<file path="src/logic/pipePkg.sv">
package pipePkg;

    // --------------------
    // widths
    // --------------------
    localparam int XLEN       = 32;
    localparam int REG_ADDR_W = 5;
    localparam int CSR_ADDR_W = 12;
    localparam int EXCEPT_W   = 4;

    typedef logic [XLEN-1:0]       instT;
    typedef logic [XLEN-1:0]       addrT;
    typedef logic [XLEN-1:0]       dataT;
    typedef logic [REG_ADDR_W-1:0] regAddrT;
    typedef logic [CSR_ADDR_W-1:0] csrAddrT;
    typedef logic [EXCEPT_W-1:0]   exceptT;

    // --------------------
    // opcodes
    // --------------------
    typedef enum logic [3:0] {
        ALU_NOP  = 4'd0,
        ALU_ADD  = 4'd1,
        ALU_SUB  = 4'd2,
        ALU_AND  = 4'd3,
        ALU_OR   = 4'd4,
        ALU_XOR  = 4'd5,
        ALU_SLL  = 4'd6,
        ALU_SRL  = 4'd7,
        ALU_SRA  = 4'd8,
        ALU_SLT  = 4'd9,
        ALU_SLTU = 4'd10
    } aluOpE;

    typedef enum logic [2:0] {
        BRU_NONE = 3'd0,
        BRU_BEQ  = 3'd1,
        BRU_BNE  = 3'd2,
        BRU_BLT  = 3'd3,
        BRU_BGE  = 3'd4,
        BRU_JAL  = 3'd5,
        BRU_JALR = 3'd6
    } bruOpE;

    typedef enum logic [2:0] {
        LS_NONE   = 3'd0,
        LS_BYTE   = 3'd1,
        LS_HALF   = 3'd2,
        LS_WORD   = 3'd3,
        LS_BYTE_U = 3'd4,               // lbu
        LS_HALF_U = 3'd5                // lhu
    } lsTypeE;

    // --------------------
    // stage packets
    // --------------------
    typedef struct packed {
        instT inst;
        addrT pc;
    } fetchPktT;

    typedef struct packed {
        fetchPktT fetch;
        dataT     rs1Data;
        dataT     rs2Data;
        dataT     imm;
        logic     rdWe;
        regAddrT  rdAddr;
        logic     csrWe;
        csrAddrT  csrAddr;
        dataT     csrRdata;             // read value for csrrw/csrrs/csrrc
        aluOpE    aluOp;
        bruOpE    bruOp;
        logic     lsValid;
        lsTypeE   lsType;
        exceptT   except;
    } decodePktT;

    typedef struct packed {
        fetchPktT fetch;
        logic     rdWe;
        regAddrT  rdAddr;
        dataT     rdData;               // alu result until load data replaces it
        addrT     memAddr;
        dataT     storeData;
        logic     lsValid;
        lsTypeE   lsType;
        logic     csrWe;
        csrAddrT  csrAddr;
        dataT     csrData;
        exceptT   except;
    } execPktT;

    typedef struct packed {
        fetchPktT fetch;
        logic     rdWe;
        regAddrT  rdAddr;
        dataT     rdData;
        logic     csrWe;
        csrAddrT  csrAddr;
        dataT     csrData;
    } retirePktT;

    // all zeros means no write and every op at its zero member
    localparam fetchPktT  FETCH_BUBBLE  = '0;
    localparam decodePktT DECODE_BUBBLE = '0;
    localparam execPktT   EXEC_BUBBLE   = '0;
    localparam retirePktT RETIRE_BUBBLE = '0;

endpackage

</file>
<file path="src/logic/frontStages.sv">
module frontStages (
    input  logic                clk,
    input  logic                rst,

    input  pipePkg::fetchPktT   fetchIn,    // from fetch unit
    input  pipePkg::decodePktT  decodeIn,   // from decoder

    input  logic                branchTaken,
    input  logic                stall,
    input  logic                kill,
    input  logic                flush,

    output pipePkg::fetchPktT   fetchOut,   // to decoder
    output pipePkg::decodePktT  decodeOut   // to alu/agu and branch unit
);

    import pipePkg::*;

    logic squash;

    // A taken branch sits in execute, so the two younger instructions behind
    // it are wrong-path. A stalled branch has not resolved yet and must wait.
    assign squash = kill | flush | (branchTaken & ~stall);

    // --------------------
    // fetch / decode
    // --------------------
    always_ff @(posedge clk or posedge rst) begin
        if (rst) begin
            fetchOut <= FETCH_BUBBLE;
        end else if (squash) begin
            fetchOut <= FETCH_BUBBLE;       // clear wins over hold
        end else if (!stall) begin
            fetchOut <= fetchIn;
        end
    end

    // --------------------
    // decode / execute
    // --------------------
    always_ff @(posedge clk or posedge rst) begin
        if (rst) begin
            decodeOut <= DECODE_BUBBLE;
        end else if (squash) begin
            decodeOut <= DECODE_BUBBLE;
        end else if (!stall) begin
            decodeOut <= decodeIn;
        end
    end

endmodule

</file>
<file path="src/logic/memStage.sv">
module memStage (
    input  logic              clk,
    input  logic              rst,

    input  pipePkg::execPktT  execIn,   // from alu/agu
    input  logic              stall,
    input  logic              kill,
    input  logic              flush,

    output pipePkg::execPktT  memOut    // address, store data and size to lsu
);

    import pipePkg::*;

    logic clear;

    // no branchTaken here since the branch itself already owns this slot
    assign clear = kill | flush;

    // --------------------
    // execute / memory
    // --------------------
    always_ff @(posedge clk or posedge rst) begin
        if (rst) begin
            memOut <= EXEC_BUBBLE;
        end else if (clear) begin
            memOut <= EXEC_BUBBLE;          // drops lsValid with it
        end else if (!stall) begin
            memOut <= execIn;
        end
    end

endmodule

</file>
<file path="src/logic/pipeRegs.sv">
module pipeRegs (
    input  logic                clk,
    input  logic                rst,

    // --------------------
    // stage inputs
    // --------------------
    input  pipePkg::fetchPktT   fetchIn,
    input  pipePkg::decodePktT  decodeIn,   // built from fetchOut
    input  pipePkg::execPktT    execIn,     // built from decodeOut
    input  pipePkg::retirePktT  retireIn,   // built from memOut

    // --------------------
    // control levels
    // --------------------
    input  logic                branchTaken,
    input  logic                stall,
    input  logic                lsuStallReq,
    input  logic                kill,
    input  logic                flush,

    // --------------------
    // stage outputs
    // --------------------
    output pipePkg::fetchPktT   fetchOut,
    output pipePkg::decodePktT  decodeOut,
    output pipePkg::execPktT    memOut,
    output pipePkg::retirePktT  retireOut
);

    // front end squashed together on a taken branch
    frontStages frontStages_inst (
        .clk         (clk),
        .rst         (rst),
        .fetchIn     (fetchIn),
        .decodeIn    (decodeIn),
        .branchTaken (branchTaken),
        .stall       (stall),
        .kill        (kill),
        .flush       (flush),
        .fetchOut    (fetchOut),
        .decodeOut   (decodeOut)
    );

    // execute to memory
    memStage memStage_inst (
        .clk    (clk),
        .rst    (rst),
        .execIn (execIn),
        .stall  (stall),
        .kill   (kill),
        .flush  (flush),
        .memOut (memOut)
    );

    // memory to writeback that keeps moving for an lsu replay
    retireStage retireStage_inst (
        .clk         (clk),
        .rst         (rst),
        .retireIn    (retireIn),
        .stall       (stall),
        .lsuStallReq (lsuStallReq),
        .kill        (kill),
        .flush       (flush),
        .retireOut   (retireOut)
    );

endmodule

</file>
<file path="src/logic/retireStage.sv">
module retireStage (
    input  logic                clk,
    input  logic                rst,

    input  pipePkg::retirePktT  retireIn,       // from lsu
    input  logic                stall,
    input  logic                lsuStallReq,    // lsu is waiting on memory
    input  logic                kill,
    input  logic                flush,

    output pipePkg::retirePktT  retireOut       // to register file and csr file
);

    import pipePkg::*;

    logic lsuStallQ;
    logic clear;
    logic load;

    // --------------------
    // lsu request history
    // --------------------
    always_ff @(posedge clk or posedge rst) begin
        if (rst) begin
            lsuStallQ <= 1'b0;
        end else begin
            lsuStallQ <= lsuStallReq;
        end
    end

    assign clear = kill | flush;

    // The load that raised the stall has its data on retireIn one cycle
    // later, so writeback takes it even though the global stall is still up.
    assign load = ~stall | lsuStallQ;

    // --------------------
    // memory / writeback
    // --------------------
    always_ff @(posedge clk or posedge rst) begin
        if (rst) begin
            retireOut <= RETIRE_BUBBLE;
        end else if (clear) begin
            retireOut <= RETIRE_BUBBLE;
        end else if (load) begin
            retireOut <= retireIn;          // normal advance or lsu replay
        end
    end

endmodule

</file>
<file path="config.mk">
export PLATFORM = sky130hd
export DESIGN_NAME = pipeRegs
export DESIGN_NICKNAME = d
export VERILOG_FILES = /design/src/logic/pipePkg.sv /design/src/logic/frontStages.sv /design/src/logic/memStage.sv /design/src/logic/pipeRegs.sv /design/src/logic/retireStage.sv
export SDC_FILE = /design/constraint.sdc
export NUM_CORES = 1
export LEC_CHECK = 0
export BUFFER_PORTS_ARGS = -buffer_cell sky130_fd_sc_hd__buf_4
export CAP_MARGIN = 20
export CORE_AREA = 2 2 514 516
export DETAILED_ROUTE_END_ITERATION = 8
export DIE_AREA = 0 0 516 518
export MAX_ROUTING_LAYER = met4
export PLACE_DENSITY = 0.33
export SLEW_MARGIN = 15
export SYNTH_ARGS = -nofsm -noshare
export SYNTH_HDL_FRONTEND = slang
export SYNTH_HIERARCHICAL = 1
export SYNTH_SLANG_ARGS = --single-unit
</file>
<file path="constraint.sdc">
create_clock -name clk -period 10.5 [get_ports clk]
set_input_delay 1.05 -clock clk [delete_from_list [all_inputs] [get_ports clk]]
set_output_delay 1.05 -clock clk [all_outputs]
set_load 0.01 [all_outputs]
</file>
==> reports/qor.yml <==
pwr:
  irDropWorstVdd_v: 0.000123
  power_density_nw_per_um2: 152
  p_leak_nw: 20.9
floorplanning:
  die_h_um: 518
  num_rows: 188
  initial_core_util: 0.107
  die_area_sq_um: 267000
  die_x_um: 516
  ios: 1319
  core_sq_um: 262000
cts:
  clk_latency_ns: 0.73
  htreeDepth: 3
  tritoncts: "yes"
  cts_buffers: 91
  root_buffer: "clkbuf_16"
  clk_pin_slew_ns: 0.06
  ctsHoldBuffers: 0
  clk_path_buf_depth: 3
  postCtsResizedCells: 0
  cts.sinks: 657
  cts_setup_buffers: 0
timing:
  worst_pin_slew_ns: 1.10
  worst_hold_slack_ns: 0.428
  post-route-min-period_ns: 3.53
  finalHoldViolations: 0
  rsz0062_at_grt: "no"
  fin_ws_ns: 6.97
  timing.final.crit_share: 0.336
  slew_viol_final: 0
  maxSlewHeadroom: 0.265
  fin_setup_tns_ns: 0
  fmax_mhz: 283
  fin_skew_ns: 0.0306
  setup_viol: 0
synth:
  syn_nets: 3303
  postSynthAreaPerCell_sq_um: 10.6
  syn_area_sq_um: 27900
  synth_cell_types: 19
  yosys_warnings: 6
  ys_seq_area_frac: 0.589
  ys_ff_latch: 657
  synthCells: 2640
routing:
  ant_nets: 0
  wl_met3_mm: 18.9
  highest_layer: "met4"
  post-route-drc-count: 0
  viasPerCell: 3.30
  wl_met1_mm: 68.1
  dr_total_vias: 24700
  route.met2.wl_mm: 73.5
  totalWireLength_mm: 164
  drtIter0Drc: 1376
  dr.pass1.iters: 7
  routedWlPerCell_um: 21.9
grt:
  grt_first_pass_wirelength_mm: 222
  grt_overflow: 0
  grt_antenna_before_repair: 62
  grt_pass1_vias: 26000
  grt_max_degree: 186
  grt_util_all_layers: 0.121
outcome:
  status: "complete, no violations"
place:
  place.gp.congestion: 0.840
  io_buffers: 1318
  place_ws_ns: 6.33
  dp_hpwl_mm: 124
critical_path:
  cp.required_ns: 11.05
  crit_type: "in2reg"
  start_kind: "primary input"
  end_kind: "register"
  crit_fanout: 185
  arrival_ns: 4.08
layout:
  fin_nets: 4520
  area_growth_pct: 58.8
  drive_gt1_frac: 0.383
hold_path:
  min_path_type: "in2async"
job:
  maxCapViolCount: 0
==> Yosys cell counts (all sizes together) <==
master	number	area [sq um]
dfrtp	657	16400
nand2	584	2190
a21oi	437	2190
or3b	290	2540
mux2i	219	2190
nor2	219	822
buf	147	1210
clkbuf	79	298
inv	3	11.3
or2	3	18.8
and2b	1	7.51
nand2b	1	6.26
==> final cells by class <==
class	instances	area [sq um]
fillers	29600	217000
inverters	3	31.3
clock buffers	132	2670
diodes	43	108
repair buffers	1350	10300
flip-flops and latches	657	16400
multi-input cells	1754	9980
well taps	3515	4400
clock inverters	34	457
==> stage by stage <==
stage                     instances   util  power, W  area [sq um]
after floorplan                2640      -   0.00302         27900
after global placement         7277  0.157   0.00349         41100
after detailed placement       7277  0.157   0.00349         41100
after CTS                      7443  0.169   0.00691         44200
after global routing           7484  0.170   0.00705         44300
final                          7488  0.170   0.00672         44400
==> layer usage <==
layer,vias to the layer above,global-route usage
li1,11400,-
met1,12100,0.140
met2,1019,0.184
met3,147,0.0606
met4,0,0.0318
met5,-,-
==> worst max-delay path: stages <==
cell and delay, ns:
buf_8 0.34, buf_4 0.60, buf_12 0.47, buf_12 0.62
mux2i_1 0.29, nor2_1 0.06
==> flip-flops by register name (all words and copies together), names as in the netlist <==
register                    cells
frontStages_inst/decodeOut    226
frontStages_inst/fetchOut      64
memStage_inst/memOut          219
retireStage_inst/lsuStallQ      1
retireStage_inst/retireOut    147
==> final timing paths <==
path	end	depth (start not counted)	from	slack, ns
min in group clk	retireStage_inst/lsuStallQ	1	lsuStallReq	0.43
hold / removal	frontStages_inst/decodeOut[76]	2	rst	0.43
max in group asynchronous	retireStage_inst/retireOut[83]	4	rst	8.08
setup / recovery	memStage_inst/memOut[87]	6	stall	6.97
hold reg to reg	frontStages_inst/decodeOut[188]	2	frontStages_inst/decodeOut[188]	0.52
setup reg to reg	retireStage_inst/retireOut[63]	5	retireStage_inst/lsuStallQ	7.59
==> power breakdown <==
group | internal [W] | leakage, nW | switching (W)
logic | 0.000351 | 10.4 | 0.000421
clock network | 0.00192 | 1.53 | 0.00138
registers | 0.00260 | 9.02 | 0.0000467
==> layout by cell type, fill, tap and decap left out, drive strengths merged <==
cell / synthesis / routed
mux2i: 219 / 219
bufinv: 0 / 6
nand2b: 1 / 1
a21oi: 437 / 437
diode: 0 / 43
dfrtp: 657 / 657
nand2: 584 / 584
or2: 3 / 3
or3b: 290 / 290
clkinv: 0 / 23
clkinvlp: 0 / 4
and2b: 1 / 1
nor2: 219 / 219
buf: 147 / 1350
clkbuf: 79 / 132
inv: 3 / 4
==> cell families after synthesis <==
group                  after synthesis  share of synthesized area
buffers and inverters              229                     0.0544
DFF                                657                      0.589
and+or+nand+nor                   1098                      0.200
muxes                              219                     0.0785
AOI/OAI and AO/OA                  437                     0.0783
Power figures use the tool's default switching activity.
